[src/verilog/twiddle_pkg.sv]
`default_nettype none

package twiddle_pkg;

    // ==============================
    // default sizes
    // ==============================

    // every table value below fits in one twiddle word
    localparam int word_width = 28;

    // butterfly lanes served by one access
    localparam int lane_count = 15;

    // iteration depths kept in the base table
    localparam int row_count = 5;

    // entries of the fixed constant table
    localparam int const_count = 14;

    localparam int row_width = $clog2(row_count);
    localparam int idx_width = $clog2(const_count);

    typedef logic [word_width-1:0] word_t;

    // ==============================
    // reset contents
    // ==============================

    // base twiddles hold one row per iteration depth with lane 0 first
    localparam word_t base_init [row_count][lane_count] = '{
        '{
            28'h3e3a2b0, 28'h442e7e8, 28'h1cff90a, 28'h6f76bcb,
            28'h19bf5d5, 28'h7dbe285, 28'h2646f0b, 28'h108822e,
            28'h09dbc38, 28'h698c44d, 28'h7f5e353, 28'h3d22f79,
            28'h259c593, 28'h0e25dd5, 28'h9884296
        },
        '{
            28'h339af8f, 28'h005a761, 28'h1cf41c6, 28'h1905fdb,
            28'h17fc5dd, 28'h120de63, 28'h9ac3146, 28'h372a390,
            28'h7aa4c57, 28'h1230ae7, 28'h6617b95, 28'h7cdff82,
            28'h68cdd99, 28'h86e7108, 28'h4454f67
        },
        '{
            28'h808a836, 28'h4fc14e6, 28'h4899ee9, 28'h8fcf14c,
            28'h17d1a3e, 28'h2b9bdb3, 28'h367537e, 28'h280df35,
            28'h1debef5, 28'h6cc01f1, 28'h68a1e5c, 28'h7e0af96,
            28'h4874eb9, 28'h760187e, 28'h66c411f
        },
        '{
            28'h33fe7d2, 28'h0122a49, 28'h8f3339a, 28'h66fc73b,
            28'h4bc73ea, 28'h88a9d60, 28'h9b086e1, 28'h44f23cb,
            28'h963090d, 28'h78486cd, 28'h044ea3e, 28'h093bab2,
            28'h55189ed, 28'h6fcdb71, 28'h62fa6b8
        },
        // last depth only needs a single root in lane 0
        '{
            28'h7b37359, 28'h0000000, 28'h0000000, 28'h0000000,
            28'h0000000, 28'h0000000, 28'h0000000, 28'h0000000,
            28'h0000000, 28'h0000000, 28'h0000000, 28'h0000000,
            28'h0000000, 28'h0000000, 28'h0000000
        }
    };

    // entry 13 of the constant twiddles is the unit root
    localparam word_t const_init [const_count] = '{
        28'h7b37359, 28'h280df35, 28'h8fcf14c, 28'h4fc14e6,
        28'h808a836, 28'h372a390, 28'h1905fdb, 28'h005a761,
        28'h339af8f, 28'h108822e, 28'h6f76bcb, 28'h442e7e8,
        28'h3e3a2b0, 28'h0000001
    };

endpackage

`default_nettype wire

[src/verilog/tf_base_bank.sv]
`default_nettype none

module tf_base_bank #(
    parameter int data_width = twiddle_pkg::word_width,
    parameter int lanes      = twiddle_pkg::lane_count,
    parameter int rows       = twiddle_pkg::row_count
) (
    input  logic                              clk,
    input  logic                              rst,
    input  logic                              rd_en,
    input  logic                              wr_en,
    input  logic [twiddle_pkg::row_width-1:0] rd_row,
    input  logic [twiddle_pkg::row_width-1:0] wr_row,
    input  logic [lanes*data_width-1:0]       wr_data,
    output logic [lanes*data_width-1:0]       base_out
);

    import twiddle_pkg::*;

    // one word per lane for each iteration depth
    logic [data_width-1:0] base_mem [rows][lanes];

    // ==============================
    // row store
    // ==============================

    // the whole row is replaced at once and there are no partial lane writes
    always_ff @(posedge clk or posedge rst) begin
        if (rst) begin
            for (int r = 0; r < rows; r++) begin
                for (int k = 0; k < lanes; k++) begin
                    base_mem[r][k] <= data_width'(base_init[r][k]);
                end
            end
        end else if (wr_en) begin
            for (int k = 0; k < lanes; k++) begin
                base_mem[wr_row][k] <= wr_data[k*data_width +: data_width];
            end
        end
    end

    // ==============================
    // registered row read
    // ==============================

    // a read and a write to the same row in one cycle returns the old row
    always_ff @(posedge clk or posedge rst) begin
        if (rst) begin
            base_out <= '0;
        end else if (rd_en) begin
            for (int k = 0; k < lanes; k++) begin
                base_out[k*data_width +: data_width] <= base_mem[rd_row][k];
            end
        end
    end

    // ==============================
    // checks
    // ==============================

    // reset contents only exist for the default table size and below
    a_table_fit: assert property (
        @(posedge clk) (rows <= row_count) && (lanes <= lane_count)
    ) else $error("base bank sized beyond base_init");

    a_rd_row_range: assert property (
        @(posedge clk) disable iff (rst)
        rd_en |-> (rd_row < rows)
    ) else $error("rd_row %0d outside base table", rd_row);

    a_wr_row_range: assert property (
        @(posedge clk) disable iff (rst)
        wr_en |-> (wr_row < rows)
    ) else $error("wr_row %0d outside base table", wr_row);

endmodule

`default_nettype wire

[config.mk]
export PLATFORM = sky130hd
export DESIGN_NAME = tf_base_bank
export DESIGN_NICKNAME = d
export VERILOG_FILES = /design/src/verilog/twiddle_pkg.sv /design/src/verilog/tf_base_bank.sv
export SDC_FILE = /design/constraint.sdc
export NUM_CORES = 2
export LEC_CHECK = 0
export ABC_CLOCK_PERIOD_IN_PS = 89100
export BUFFER_PORTS_ARGS = -buffer_cell sky130_fd_sc_hd__buf_2
export CORE_MARGIN = 4
export CORE_UTILIZATION = 55
export DETAILED_ROUTE_END_ITERATION = 8
export PLACE_DENSITY = 0.82
export SLEW_MARGIN = 20
export SYNTH_ARGS = -nofsm -noshare
export SYNTH_HDL_FRONTEND = slang
export SYNTH_SLANG_ARGS = --single-unit
[constraint.sdc]
create_clock -name clk -period 89.1 [get_ports clk]
set_clock_uncertainty 0.05 [all_clocks]
set_input_delay 0 -clock clk [delete_from_list [all_inputs] [get_ports clk]]
set_output_delay 0 -clock clk [all_outputs]
set_load 0.05 [all_outputs]
==> impl_metrics.tcl <==
set metrics [dict create \
    synth_cells 6822 \
    fmax_mhz 206.0 \
    crit_path_max_fanout 127 \
    dp_hpwl_mm 161.0 \
    synth_edf_count 0 \
    synth-seq-cells 2520 \
    ys_types 19 \
    grt_pass1_wl_mm 456.6 \
    async_flop_share 1.000 \
    synth_area_mm2 0.1058 \
    period_share 0.05449 \
    cts_setup_buffers 0 \
    drt-total-wl_mm 296.3 \
    cts.sink_count 2520 \
    ctsResizeCount 0 \
    synth.avg_cell_area_um2 15.51 \
    wl_per_cell_um 26.43 \
    place_inst 9775 \
    core-area_mm2 0.1908 \
    fin_nets 8825 \
    crit_path_end_kind "register" \
    pin_count 850 \
    setup_viol 0 \
    power_mw 3.368 \
    ys_seq_area_frac 0.6061 \
    slowest_delay_ns 0.93 \
    nFillCells 11943 \
    die_w_um 446.6 \
    path_class "in2reg" \
    grt_pass1_vias 76479 \
    ys.flop_type "dfrtp_1" \
    clockBufferDepth 4 \
    crit_top_cell "buf_4" \
    hold_viol 0 \
    die_area_mm2 0.1995 \
    cap_violations 0 \
    cpMaxStageDelayCell "buf_4" \
    cts.htree.levels 5 \
    required_ns 89.83 \
    fp.dieH_um 446.6 \
    fin_area_mm2 0.1291 \
    path_cells "dlygate4sd3_1 > buf_8 > buf_12 > buf_4 > buf_4 > buf_4 > mux2i_1 > o22ai_1 > a221o_1" \
    hp-class "in2reg" \
    cts_buffers 274 \
    cp.arrival_ns 5.58 \
    synth.area.top_cells "dfrtp_1 39%, mux2_2 22%, dfstp_2 21%, mux2i_1 7.9%, a221o_1 4.0%" \
    clkTransAtPathRegs_ns 0.06 \
    rsz0062_at_grt "false" \
    antenna_found_initial 91 \
    rows 160 \
    slew_headroom 0.2244 \
    synth_nets 7252 \
    stdcell_count 11212 \
    gr-total-overflow 0 \
    ir_drop_uv 26.85 \
    fin_setup_tns_ns 0 \
    startpoint_type "primary input" \
    place_area_mm2 0.1115 \
    synthToLayoutAreaGrowth_pct 22.00 \
    cts_tree "built" \
    synth_common_cells "2100 x mux2_2, 1662 x dfrtp_1, 858 x dfstp_2" \
    synth.most_common_cell "mux2_2" \
    tightest_slew_ns 1.163 \
    place_congestion 0.8045 \
    drc 0 \
    ys_warn_count 0 \
    track_usage 0.2924 \
    routed-via-count 69440 \
    fin_crit_ns 4.855 \
    status "finished clean" \
    synth_area_leader_cell "dfrtp_1" \
    drive_gt1_frac 0.5020 \
    synth_top_area_frac 0.3930 \
    drtAntennaViolNets 0 \
    clk_latency_ns 0.94 \
    initial_core_util 0.5546 \
    numPortBuffers 849 \
    cellLeakagePower_nw 56.75 \
    power.density_mw_per_mm2 26.09 \
    drtIter0Drc 5480 \
    cts-root-buf "clkbuf_16" \
    dr.pass1.iters 5 \
    utilization 0.6766 \
    report.final.slew_viol_count 0 \
    via_per_inst 6.193 \
    grt_max_degree 198 \
]
==> sequential cells by signal (all words and copies together) (netlist names) <==
signal,cells
base_out,420
base_mem,2100
==> per-stage QoR <==
step / hold slack [ns] / worst slack, ns
2_1_floorplan: 0.1006 / 19.24
3_3_place_gp: 0.1367 / 84.14
3_5_place_dp: 0.1453 / 84.06
4_1_cts: 0.01227 / 84.14
5_1_grt: 0.07694 / 83.74
6_report: 0.04879 / 84.24
==> worst paths after layout <==
kind	cells past startpoint	end	slack [ns]	start
max reg2reg	4	base_out[384]	87.43	base_mem[1308]
max in group asynchronous	9	base_out[18]	84.35	rst
min in group asynchronous	4	base_out[259]	0.30	rst
min reg2reg	1	base_out[195]	0.41	base_mem[251]
min	3	base_mem[181]	0.05	wr_data[237]
max	9	base_out[186]	84.24	rd_row[0]
==> cell families (layout without fill, tap and decap cells) <==
logic type,count (synthesis),after routing,share of synthesized area
AOI/OAI and AO/OA,840,840,0.06456
buffers and inverters,513,2285,0.02542
DFF,2520,2520,0.6061
muxes,2940,2940,0.3029
other,0,107,0
and+or+nand+nor,9,9,0.001005
==> worst max-delay path: cells and delay by family <==
kind / cells / cell delay (ns)
buf+inv: 6 / 4.47
compound gates: 2 / 0.40
mux: 1 / 0.27
==> layout by cell type (no fill, tap or decap), types with 2 or more instances in the layout <==
master / count
mux2_2: 2100
dfrtp_1: 1662
dfstp_2: 858
dlygate4sd3_1: 854
buf_2: 848
mux2i_1: 840
o22ai_1: 420
a221o_1: 420
clkbuf_16: 280
diode_2: 107
buf_4: 85
clkbuf_1: 81
clkbuf_8: 52
clkinv_2: 36
buf_12: 13
bufinv_16: 12
inv_6: 6
buf_6: 6
clkinvlp_4: 5
inv_8: 3
nor4b_4: 2
nor4bb_4: 2
==> where the power goes <==
part	leakage (nW)	internal [mW]	switching (mW)
combinational	23.1	0.298	0.362
clock	4.28	0.656	0.455
sequential	29.4	1.45	0.144
==> timing repair <==
action,in CTS,in global routing
endpoints found under the setup margin,0,0
endpoints found under the hold margin,2438,0
hold buffers,854,0
==> layer usage <==
| layer | track usage | part of all wire | up-vias |
|---|---|---|---|
| li1 | - | - | 28999 |
| met1 | 0.3436 | 0.37 | 36620 |
| met2 | 0.4784 | 0.49 | 2747 |
| met3 | 0.06534 | 0.065 | 1062 |
| met4 | 0.2051 | 0.075 | 12 |
| met5 | 0.0004884 | 0.00024 | - |
==> cell type report <==
type / count / area, um2 / area share
Antenna cell: 107 / 267.8 / 0.002074
Clock buffer: 413 / 8026 / 0.06218
Clock inverter: 62 / 666.9 / 0.005166
Inverter: 2 / 22.52 / 0.0001745
Multi-Input combinational cell: 3789 / 39030 / 0.3024
Sequential cell: 2520 / 64130 / 0.4968
Tap cell: 2511 / 3142 / 0.02434
Timing Repair Buffer: 1808 / 13800 / 0.1069
No activity file was read; power rests on OpenSTA's default activity.
