`config.mk`:
```
export PLATFORM = sky130hd
export DESIGN_NAME = tf_const_table
export DESIGN_NICKNAME = d
export VERILOG_FILES = /design/src/verilog/twiddle_pkg.sv /design/src/verilog/tf_const_table.sv
export SDC_FILE = /design/constraint.sdc
export NUM_CORES = 1
export LEC_CHECK = 0
export BUFFER_PORTS_ARGS = -buffer_cell sky130_fd_sc_hd__buf_4
export CAP_MARGIN = 20
export CORE_ASPECT_RATIO = 1.1
export CORE_UTILIZATION = 51
export CTS_CLUSTER_DIAMETER = 80
export CTS_CLUSTER_SIZE = 20
export DETAILED_ROUTE_END_ITERATION = 10
export PLACE_DENSITY = 0.78
export SLEW_MARGIN = 10
export SYNTH_ARGS = -nofsm -noshare
export SYNTH_HDL_FRONTEND = slang
export SYNTH_SLANG_ARGS = --single-unit
```
`constraint.sdc`:
```
create_clock -name clk -period 11.15 [get_ports clk]
set_input_delay 0 -clock clk [delete_from_list [all_inputs] [get_ports clk]]
set_output_delay 0 -clock clk [all_outputs]
set_load 0.05 [all_outputs]
```
`src/verilog/twiddle_pkg.sv`:
```
`default_nettype none

package twiddle_pkg;

    // ==============================
    // default sizes
    // ==============================

    // every table value below fits in one twiddle word
    localparam int word_width = 28;

    // butterfly lanes served by one access
    localparam int lane_count = 15;

    // iteration depths kept in the base table
    localparam int row_count = 5;

    // entries of the fixed constant table
    localparam int const_count = 14;

    localparam int row_width = $clog2(row_count);
    localparam int idx_width = $clog2(const_count);

    typedef logic [word_width-1:0] word_t;

    // ==============================
    // reset contents
    // ==============================

    // base twiddles hold one row per iteration depth with lane 0 first
    localparam word_t base_init [row_count][lane_count] = '{
        '{
            28'h3e3a2b0, 28'h442e7e8, 28'h1cff90a, 28'h6f76bcb,
            28'h19bf5d5, 28'h7dbe285, 28'h2646f0b, 28'h108822e,
            28'h09dbc38, 28'h698c44d, 28'h7f5e353, 28'h3d22f79,
            28'h259c593, 28'h0e25dd5, 28'h9884296
        },
        '{
            28'h339af8f, 28'h005a761, 28'h1cf41c6, 28'h1905fdb,
            28'h17fc5dd, 28'h120de63, 28'h9ac3146, 28'h372a390,
            28'h7aa4c57, 28'h1230ae7, 28'h6617b95, 28'h7cdff82,
            28'h68cdd99, 28'h86e7108, 28'h4454f67
        },
        '{
            28'h808a836, 28'h4fc14e6, 28'h4899ee9, 28'h8fcf14c,
            28'h17d1a3e, 28'h2b9bdb3, 28'h367537e, 28'h280df35,
            28'h1debef5, 28'h6cc01f1, 28'h68a1e5c, 28'h7e0af96,
            28'h4874eb9, 28'h760187e, 28'h66c411f
        },
        '{
            28'h33fe7d2, 28'h0122a49, 28'h8f3339a, 28'h66fc73b,
            28'h4bc73ea, 28'h88a9d60, 28'h9b086e1, 28'h44f23cb,
            28'h963090d, 28'h78486cd, 28'h044ea3e, 28'h093bab2,
            28'h55189ed, 28'h6fcdb71, 28'h62fa6b8
        },
        // last depth only needs a single root in lane 0
        '{
            28'h7b37359, 28'h0000000, 28'h0000000, 28'h0000000,
            28'h0000000, 28'h0000000, 28'h0000000, 28'h0000000,
            28'h0000000, 28'h0000000, 28'h0000000, 28'h0000000,
            28'h0000000, 28'h0000000, 28'h0000000
        }
    };

    // entry 13 of the constant twiddles is the unit root
    localparam word_t const_init [const_count] = '{
        28'h7b37359, 28'h280df35, 28'h8fcf14c, 28'h4fc14e6,
        28'h808a836, 28'h372a390, 28'h1905fdb, 28'h005a761,
        28'h339af8f, 28'h108822e, 28'h6f76bcb, 28'h442e7e8,
        28'h3e3a2b0, 28'h0000001
    };

endpackage

`default_nettype wire

```
`src/verilog/tf_const_table.sv`:
```
`default_nettype none

module tf_const_table #(
    parameter int data_width = twiddle_pkg::word_width,
    parameter int lanes      = twiddle_pkg::lane_count,
    parameter int entries    = twiddle_pkg::const_count
) (
    input  logic                                    clk,
    input  logic                                    rst,
    input  logic                                    rd_en,
    input  logic [lanes*twiddle_pkg::idx_width-1:0] const_idx,
    output logic [lanes*data_width-1:0]             const_out
);

    import twiddle_pkg::*;

    // ==============================
    // per lane lookup
    // ==============================

    // every lane has its own index and several lanes may pick the same entry
    // the table is never written and lanes read const_init directly
    always_ff @(posedge clk or posedge rst) begin
        if (rst) begin
            const_out <= '0;
        end else if (rd_en) begin
            for (int k = 0; k < lanes; k++) begin
                const_out[k*data_width +: data_width] <=
                    data_width'(const_init[const_idx[k*idx_width +: idx_width]]);
            end
        end
    end

    // ==============================
    // checks
    // ==============================

    a_table_fit: assert property (
        @(posedge clk) entries <= const_count
    ) else $error("constant table sized beyond const_init");

    for (genvar k = 0; k < lanes; k++) begin : g_idx_check
        a_idx_range: assert property (
            @(posedge clk) disable iff (rst)
            rd_en |-> (const_idx[k*idx_width +: idx_width] < entries)
        ) else $error("lane %0d index outside constant table", k);
    end

endmodule

`default_nettype wire

```
## Word-level counts from Yosys, hierarchy flattened

Memories as Yosys holds them, arrays and structs flattened. A register that Yosys moved wholly into a read port is not among the register bits.
Index checks and enable logic that the tools add are counted.

| storage, ports and cells | value |
|---|---|
| flip-flop bits (word level) | 0 |
| bits in read-only memories | 6720 |
| logic and storage cells | 30 |
| memories kept | 15 |

Memory list:

| name | words | bits a word | read ports | clocked after Yosys merged registers in | write ports | line | text |
|---|---|---|---|---|---|---|---|
| (name not given) | 16 | 28 | 1 | 1 | 0 | tf_const_table.sv:29 | `data_width'(const_init[const_idx[k*idx_width +: idx_width]]);` |
| (name not given) | 16 | 28 | 1 | 1 | 0 | tf_const_table.sv:29 |  |
| (name not given) | 16 | 28 | 1 | 1 | 0 | tf_const_table.sv:29 |  |
| (name not given) | 16 | 28 | 1 | 1 | 0 | tf_const_table.sv:29 |  |
| (name not given) | 16 | 28 | 1 | 1 | 0 | tf_const_table.sv:29 |  |
| (name not given) | 16 | 28 | 1 | 1 | 0 | tf_const_table.sv:29 |  |
| +9 memories | -- | -- | -- | -- | -- | -- |  |

| cells by class | value |
|---|---|
| bitwise operators | 15 |

Operators by type and width:

| cell | count |
|---|---|
| inverter 4 -> 5 bit | 15 |

## Depth between registers and ports, before layout

Gate-level depths: netlist of run 1.

| depth | value |
|---|---|
| word-level depth | 1 |
| depth in mapped cells | 7 |
| gate-level depth less buffers | 5 |

## Least setup slack after synthesis of run 1

Ideal clock, no wire load.

| timing | value |
|---|---|
| path kind | input to register |
| start point | input const_idx[22] in the netlist's numbering |
| end point | register const_out[140] |
| library setup time | 125 ps |
| arrival | 1104 ps |
| data required time | 11025 ps |
| slack | 9921 ps |
| cell stages on the path | 7 |
| cell sequence | buf_2 buf_4 inv_1 ha_1 nand2b_1 o21ai_0 mux2_2 |

| on the way | value |
|---|---|
| longest elaborated chain between the ends | 1 |

Ends and longest elaborated chain:

| what | line | text |
|---|---|---|
| start: declaration | tf_const_table.sv:11 | `input logic [lanes*twiddle_pkg::idx_width-1:0] const_idx,` |
| inverter 4 -> 5 bit (not written as such) | tf_const_table.sv:29 |  |
| end: declaration | tf_const_table.sv:12 | `output logic [lanes*data_width-1:0] const_out` |

Every way passes these cells.

## Final worst setup path of run 1

| timing | value |
|---|---|
| start point | input rd_en |
| end point | register const_out[374] |

RTL lines:

| what | line | text |
|---|---|---|
| start: declaration | tf_const_table.sv:10 | `input logic rd_en,` |

No word-level cell between the ends.

==> results of run 1 <==
kinds of logic (layout without fill, tap and decap cells):
kind of cell | Yosys count | after routing | synth area share
buffers and inverters | 331 | 790 | 0.0724
flip-flops | 420 | 420 | 0.427
AO/OA/AOI/OAI | 796 | 796 | 0.232
multiplexers | 82 | 82 | 0.0349
AND/OR/NAND/NOR | 661 | 661 | 0.130
other | 0 | 1 | 0
adder cells (fa/ha/maj) | 195 | 195 | 0.0992
XOR/XNOR | 13 | 13 | 0.00463
through the flow:
stage,power [mW],hold WS (ns)
detailed placement,3.41,0.00225
floorplan,2.92,0.150
finish,4.55,0.384
CTS,4.56,0.355
global placement,3.39,-0.00196
global route,4.73,0.412
cell type report:
type	count	area [um^2]
Fill cell	3973	17900
Multi-Input combinational cell	1747	12300
Sequential cell	420	10500
Timing Repair Buffer	591	4710
Tap cell	645	807
Clock buffer	30	729
Inverter	155	591
Clock inverter	14	183
Antenna cell	1	2.50
cell usage after synthesis, types with 4 or more instances:
master,instances
and2_1,11
o221ai_1,55
a31oi_1,62
o311ai_0,10
a21oi_1,96
buf_6,38
clkbuf_1,10
nor3b_1,10
nand2b_1,82
buf_4,37
o21ai_1,13
o311ai_2,5
o31ai_1,11
o211ai_1,39
or2_2,9
nand4_1,4
dfrtp_1,420
o22a_1,47
o211a_1,5
inv_2,9
xnor2_1,13
clkinv_1,12
o21ai_0,148
mux2_2,30
nand2_1,174
nor2_1,180
mux2i_1,52
nand4b_1,6
o21a_1,13
ha_1,195
a211oi_1,63
a21boi_0,4
nand3_1,46
o2111ai_1,21
o2bb2ai_1,133
a211o_1,17
nor3_1,34
o311ai_1,13
buf_2,89
a22oi_1,6
nor2b_1,89
inv_1,134
a21o_1,26
nand3b_1,10
worst paths after layout:
path / start / end / slack [ns] / depth (start not counted)
min reg2reg: const_out[15] / const_out[15] / 0.49 / 2
max: rd_en / const_out[374] / 8.17 / 6
min: const_idx[27] / const_out[172] / 0.38 / 4
min in group asynchronous: rst / const_out[102] / 0.54 / 4
max reg2reg: const_out[206] / const_out[206] / 9.84 / 3
max in group asynchronous: rst / const_out[127] / 8.51 / 6
metal layers:
| metal | track usage | up-vias | part of all wire |
|---|---|---|---|
| met5 | 0 | - | 0 |
| met1 | 0.362 | 10400 | 0.41 |
| li1 | - | 9866 | - |
| met4 | 0.116 | 0 | 0.042 |
| met2 | 0.464 | 771 | 0.47 |
| met3 | 0.0691 | 153 | 0.080 |
worst max-delay path, stage by stage:
cell and delay, ns:
dlygate4sd3_1 0.57, buf_8 0.30, inv_6 0.86, buf_4 0.82, o2bb2ai_1 0.20, dlygate4sd3_1 0.56
cells in the final DEF, fill, tap and decap left out, types with 11 or more instances in the layout:
master,count
nand2b_1,82
a211o_1,17
clkbuf_16,29
xnor2_1,13
dfrtp_1,420
o211ai_1,39
and2_1,11
o311ai_1,13
mux2i_1,52
o21a_1,13
buf_4,489
mux2_2,30
inv_1,133
o2bb2ai_1,133
nor3_1,34
o31ai_1,11
a21oi_1,96
o221ai_1,55
a211oi_1,63
nor2_1,180
a31oi_1,62
o22a_1,47
nand2_1,174
o21ai_0,148
ha_1,195
o2111ai_1,21
o21ai_1,13
nand3_1,46
a21o_1,26
clkinv_1,12
dlygate4sd3_1,100
nor2b_1,89
report_power, final:
part / switching, mW / internal (mW) / total (mW)
Clock: 0.586 / 0.534 / 1.12
Combinational: 1.13 / 0.480 / 1.61
Sequential: 0.125 / 1.70 / 1.82
Total: 1.84 / 2.71 / 4.55
what timing repair did:
| item | 4_1_cts | 5_1_grt |
|---|---|---|
| hold buffers | 100 | 0 |
| buffers inserted | 0 | 0 |
| endpoints found under the hold margin | 364 | 0 |
==> impl_metrics.env, run 1 <==
export IMPL_numCtsBuffers=29
export IMPL_final_area_um2=29800
export IMPL_yosysUniqueCellTypes=52
export IMPL_place_inst=3458
export IMPL_core_area_um2=47700
export IMPL_ir_drop_v=0.000114
export IMPL_post_route_min_period_ns=2.98
export IMPL_drc=0
export IMPL_status="finished clean"
export IMPL_top_register="const_out"
export IMPL_cts_resized=0
export IMPL_drt_pass1_iter_count=6
export IMPL_worstHoldPathType="input pin to flip-flop"
export IMPL_cts_tree="yes"
export IMPL_rsz0062_at_grt="no"
export IMPL_io_buffers=482
export IMPL_grt_pass1_wl_mm=114
export IMPL_via_count=21200
export IMPL_layout_drive_gt1_share=0.199
export IMPL_wire_per_inst_um=20.0
export IMPL_clock_sink_count=420
export IMPL_instances_no_fill=3603
export IMPL_max_freq_mhz=335
export IMPL_synth_area_leaders="dfrtp_1, ha_1, o2bb2ai_1, o21ai_0, nor2_1"
export IMPL_synth_nets=2756
export IMPL_clk_path_buf_depth=3
export IMPL_tns_ns=0
export IMPL_dp_slack_ns=8.66
export IMPL_start_kind="input pin"
export IMPL_min_period_over_period=0.268
export IMPL_die_area_um2=49100
export IMPL_worstSetupPathType="input pin to flip-flop"
export IMPL_placementRows=84
export IMPL_grt_antenna_before_repair=0
export IMPL_yosys_warnings=0
export IMPL_cts_root_buf="clkbuf_16"
export IMPL_ys_seq_area_frac=0.427
export IMPL_setup_ws_ns=8.17
export IMPL_die_w_um=211
export IMPL_reg_top3="const_out: 420 flops"
export IMPL_synthToLayoutAreaGrowth_pct=21.3
export IMPL_worstPathRequired_ns=11.68
export IMPL_clkTransAtPathRegs_ns=0.08
export IMPL_ant_nets=0
export IMPL_dp_hpwl_mm=49.6
export IMPL_place_area_um2=27900
export IMPL_grtUsageTotal=0.285
export IMPL_htreeDepth=1
export IMPL_gp_congestion=0.941
export IMPL_grt_pass1_vias=20800
export IMPL_ys_async_sr_fraction=1.00
export IMPL_drv_cap=0
export IMPL_yosys_area_top_type="dfrtp_1"
export IMPL_ys_seq_elements=420
export IMPL_wirelength_mm=72.0
export IMPL_critPathCaptureType="flip-flop"
export IMPL_first_iter_violations=2292
export IMPL_arrival_ns=3.52
export IMPL_synthesis_area_um2=24600
export IMPL_initial_core_util=0.515
export IMPL_largest_reg_flops=420
export IMPL_slew_viol_final=0
export IMPL_avgSynthCellArea_um2=9.84
export IMPL_final_util=0.625
export IMPL_fin_nets=3202
export IMPL_ios=483
export IMPL_syn_inst=2498
export IMPL_maxSlewHeadroom=0.267
export IMPL_hold_viol_final=0
export IMPL_worstMarginPinSlew_ns=1.10
export IMPL_die_h_um=232
export IMPL_yosysTopAreaCellShare=0.427
export IMPL_setup_viol=0
export IMPL_synth_main_ff_cell="dfrtp_1"
export IMPL_grt_max_degree=190
export IMPL_clk_latency_ns=0.59
export IMPL_p_leak_nw=13.7
export IMPL_fin_skew_ns=0
export IMPL_synth_edf_count=0
export IMPL_cp_max_fo=153
export IMPL_vias_per_cell=5.87
export IMPL_powerDensity_nw_per_um2=153
export IMPL_grt_ovfl_total=0
Power figures use the tool's default switching activity.
==> run 2, diff against run 1 <==
- CORE_UTILIZATION: 51 -> 55
- PLACE_DENSITY: 0.78 -> 0.8
- clock period: 11.15 -> 3.1 ns (I/O delays scaled with it)
==> impl_metrics.env, run 2 (synthesis gave the netlist of run 1 again) <==
export IMPL_grt_max_degree=113
export IMPL_hold_viol_final=0
export IMPL_total_power_mw=16.2
export IMPL_post_route_min_period_ns=2.49
export IMPL_clk_latency_ns=0.58
export IMPL_grt_pass1_vias=20700
export IMPL_start_kind="input pin"
export IMPL_synthToLayoutAreaGrowth_pct=21.6
export IMPL_p_leak_nw=13.7
export IMPL_internal_power_mw=9.70
export IMPL_cts_tree="yes"
export IMPL_grt_antenna_before_repair=2
export IMPL_p_sw_frac=0.403
export IMPL_ant_nets=0
export IMPL_grt_ovfl_total=0
export IMPL_worstPathRequired_ns=3.58
export IMPL_drt_pass1_iter_count=7
export IMPL_worstHoldPathType="input pin to flip-flop"
export IMPL_cp_top_family="buffers and inverters"
export IMPL_initial_core_util=0.562
export IMPL_met3_usage=0.0672
export IMPL_clockPowerShare=0.237
export IMPL_clkTransAtPathRegs_ns=0.09
export IMPL_gp_congestion=0.975
export IMPL_regArea_um2=10500
export IMPL_crit_chain="dlygate4sd3_1 -> buf_8 -> buf_12 -> o21ai_0 -> dlygate4sd3_1 -> o22a_1 -> dlygate4sd3_1"
export IMPL_drv_cap=0
export IMPL_seq_power_share=0.404
export IMPL_arrival_ns=2.97
export IMPL_dp_hpwl_mm=51.2
export IMPL_cts_root_buf="clkbuf_16"
export IMPL_clock_sink_count=420
export IMPL_die_h_um=224
export IMPL_maxSlewHeadroom=0.516
export IMPL_grt_busiest_layer="met2"
export IMPL_layout_commonest_cell="buf_4"
export IMPL_powerDensity_nw_per_um2=543
export IMPL_p_switching_mw=6.53
export IMPL_io_buffers=482
export IMPL_largest_reg_flops=420
export IMPL_grtUsageMet1=0.392
export IMPL_vias_per_cell=6.06
export IMPL_slowest_delay_ns=0.57
export IMPL_reg_top3="const_out: 420 flops"
export IMPL_cp_slowest_cell="dlygate4sd3_1"
export IMPL_r2r_slack_ns=1.80
export IMPL_wire_per_inst_um=20.5
export IMPL_wirelength_mm=72.3
export IMPL_final_util=0.683
export IMPL_timing_rr_start="const_out[393]"
export IMPL_grtUsageTotal=0.311
export IMPL_fin_skew_ns=0
export IMPL_via_count=21400
export IMPL_fin_nets=3209
export IMPL_met2_usage=0.514
export IMPL_cp_num_buf_inv=5
export IMPL_setup_viol=0
export IMPL_combPwrFrac=0.359
export IMPL_placementRows=80
export IMPL_ios=483
export IMPL_rr_endpoint="const_out[393]"
export IMPL_hold_end="const_out[210]"
export IMPL_cp_max_fo=102
export IMPL_top_register="const_out"
export IMPL_grt_pass1_wl_mm=114
export IMPL_multiInputGateArea_um2=12300
export IMPL_rsz0062_at_grt="no"
export IMPL_num_fill_cells=3378
export IMPL_reg2reg_depth=2
export IMPL_place_inst=3399
export IMPL_clk_path_buf_depth=3
export IMPL_core_area_um2=43700
export IMPL_whs_ns=0.346
export IMPL_htreeDepth=1
export IMPL_timing_critical_path_mode_cell="dlygate4sd3_1"
export IMPL_worstMarginPinSlew_ns=0.727
export IMPL_numCtsBuffers=28
export IMPL_worstSetupPathType="input pin to flip-flop"
export IMPL_die_area_um2=45600
export IMPL_first_iter_violations=1972
export IMPL_ir_drop_v=0.000522
export IMPL_layout_drive_gt1_share=0.201
export IMPL_min_from="const_idx[28]"
export IMPL_min_period_over_period=0.803
export IMPL_drc=0
export IMPL_critPathCaptureType="flip-flop"
export IMPL_instances_no_fill=3536
export IMPL_status="finished clean"
export IMPL_slew_viol_final=0
export IMPL_min_path_cells=5
export IMPL_die_w_um=204
export IMPL_max_freq_mhz=402
export IMPL_final_cell_mix="buf_4, dfrtp_1, ha_1, nor2_1, nand2_1"
==> run 2: changes by cell type in the layout (fill, tap and decap cells not counted) <==
| cell | change |
|---|---|
| dlygate4sd3_1 | -4 |
| buf_12 | +12 |
| clkinv_4 | -2 |
| diode_2 | +1 |
| clkinv_8 | -1 |
| bufinv_16 | -1 |
| inv_12 | +1 |
| clkbuf_8 | +1 |
| clkinv_2 | -1 |
| inv_16 | +1 |
| inv_8 | -2 |
| inv_6 | -1 |
==> run 2: final cells by class <==
type,count,share of cell area
tap,574,0.0240
clock buffer,31,0.0249
sequential,420,0.352
antenna,2,0.000167
clock inverter,8,0.00398
multi-input combinational,1747,0.411
inverter,155,0.0198
timing repair buffer,599,0.164
==> run 2: worst register-to-register path: cells and delay by family, from the launching register on <==
family	cells	cell delay (ns)
compound gates	1	0.20
buf+inv	1	0.57
flops	1	0.41
==> run 2: power by group through the flow <==
stage | logic [mW] | registers (mW) | clock network [mW]
2_1_floorplan | 1.69 | 8.80 | 0
6_report | 5.82 | 6.57 | 3.85
3_3_place_gp | 5.60 | 6.64 | 0
5_1_grt | 6.13 | 6.62 | 4.10
4_1_cts | 5.80 | 6.56 | 3.93
3_5_place_dp | 5.66 | 6.66 | 0
==> run 2: timing repair <==
item | in CTS | in global routing
hold buffers | 96 | 0
setup endpoints to repair | 0 | 0
buffers inserted | 0 | 0
endpoints found under the hold margin | 611 | 0
resized for setup | 0 | 0
==> run 2: per-layer routing <==
| layer | routed length (um) | vias up | share of wire |
|---|---|---|---|
| met5 | 0 | - | 0 |
| met4 | 3250 | 0 | 0.045 |
| met3 | 5970 | 189 | 0.083 |
| met2 | 34800 | 940 | 0.48 |
| met1 | 28300 | 10400 | 0.39 |
| li1 | - | 9887 | - |
==> run 2: per-stage QoR <==
| stage | area [um^2] | setup WS, ns | TNS [ns] |
|---|---|---|---|
| after floorplan | 24600 | -2.57 | -1077.51 |
| after global placement | 28100 | 1.55 | 0 |
| after detailed placement | 28100 | 1.49 | 0 |
| after CTS | 29900 | 0.680 | 0 |
| after global routing | 29900 | 0.540 | 0 |
| final | 29900 | 0.610 | 0 |
==> run 2: how the worst max path moves through the flow <==
stage / start / cells after the start / endpoint
2_1_floorplan: rst / 1 / const_out[0]
3_3_place_gp: const_idx[2] / 6 / const_out[0]
3_5_place_dp: const_idx[54] / 6 / const_out[385]
4_1_cts: rd_en / 7 / const_out[393]
5_1_grt: rd_en / 7 / const_out[393]
6_report: rd_en / 7 / const_out[393]
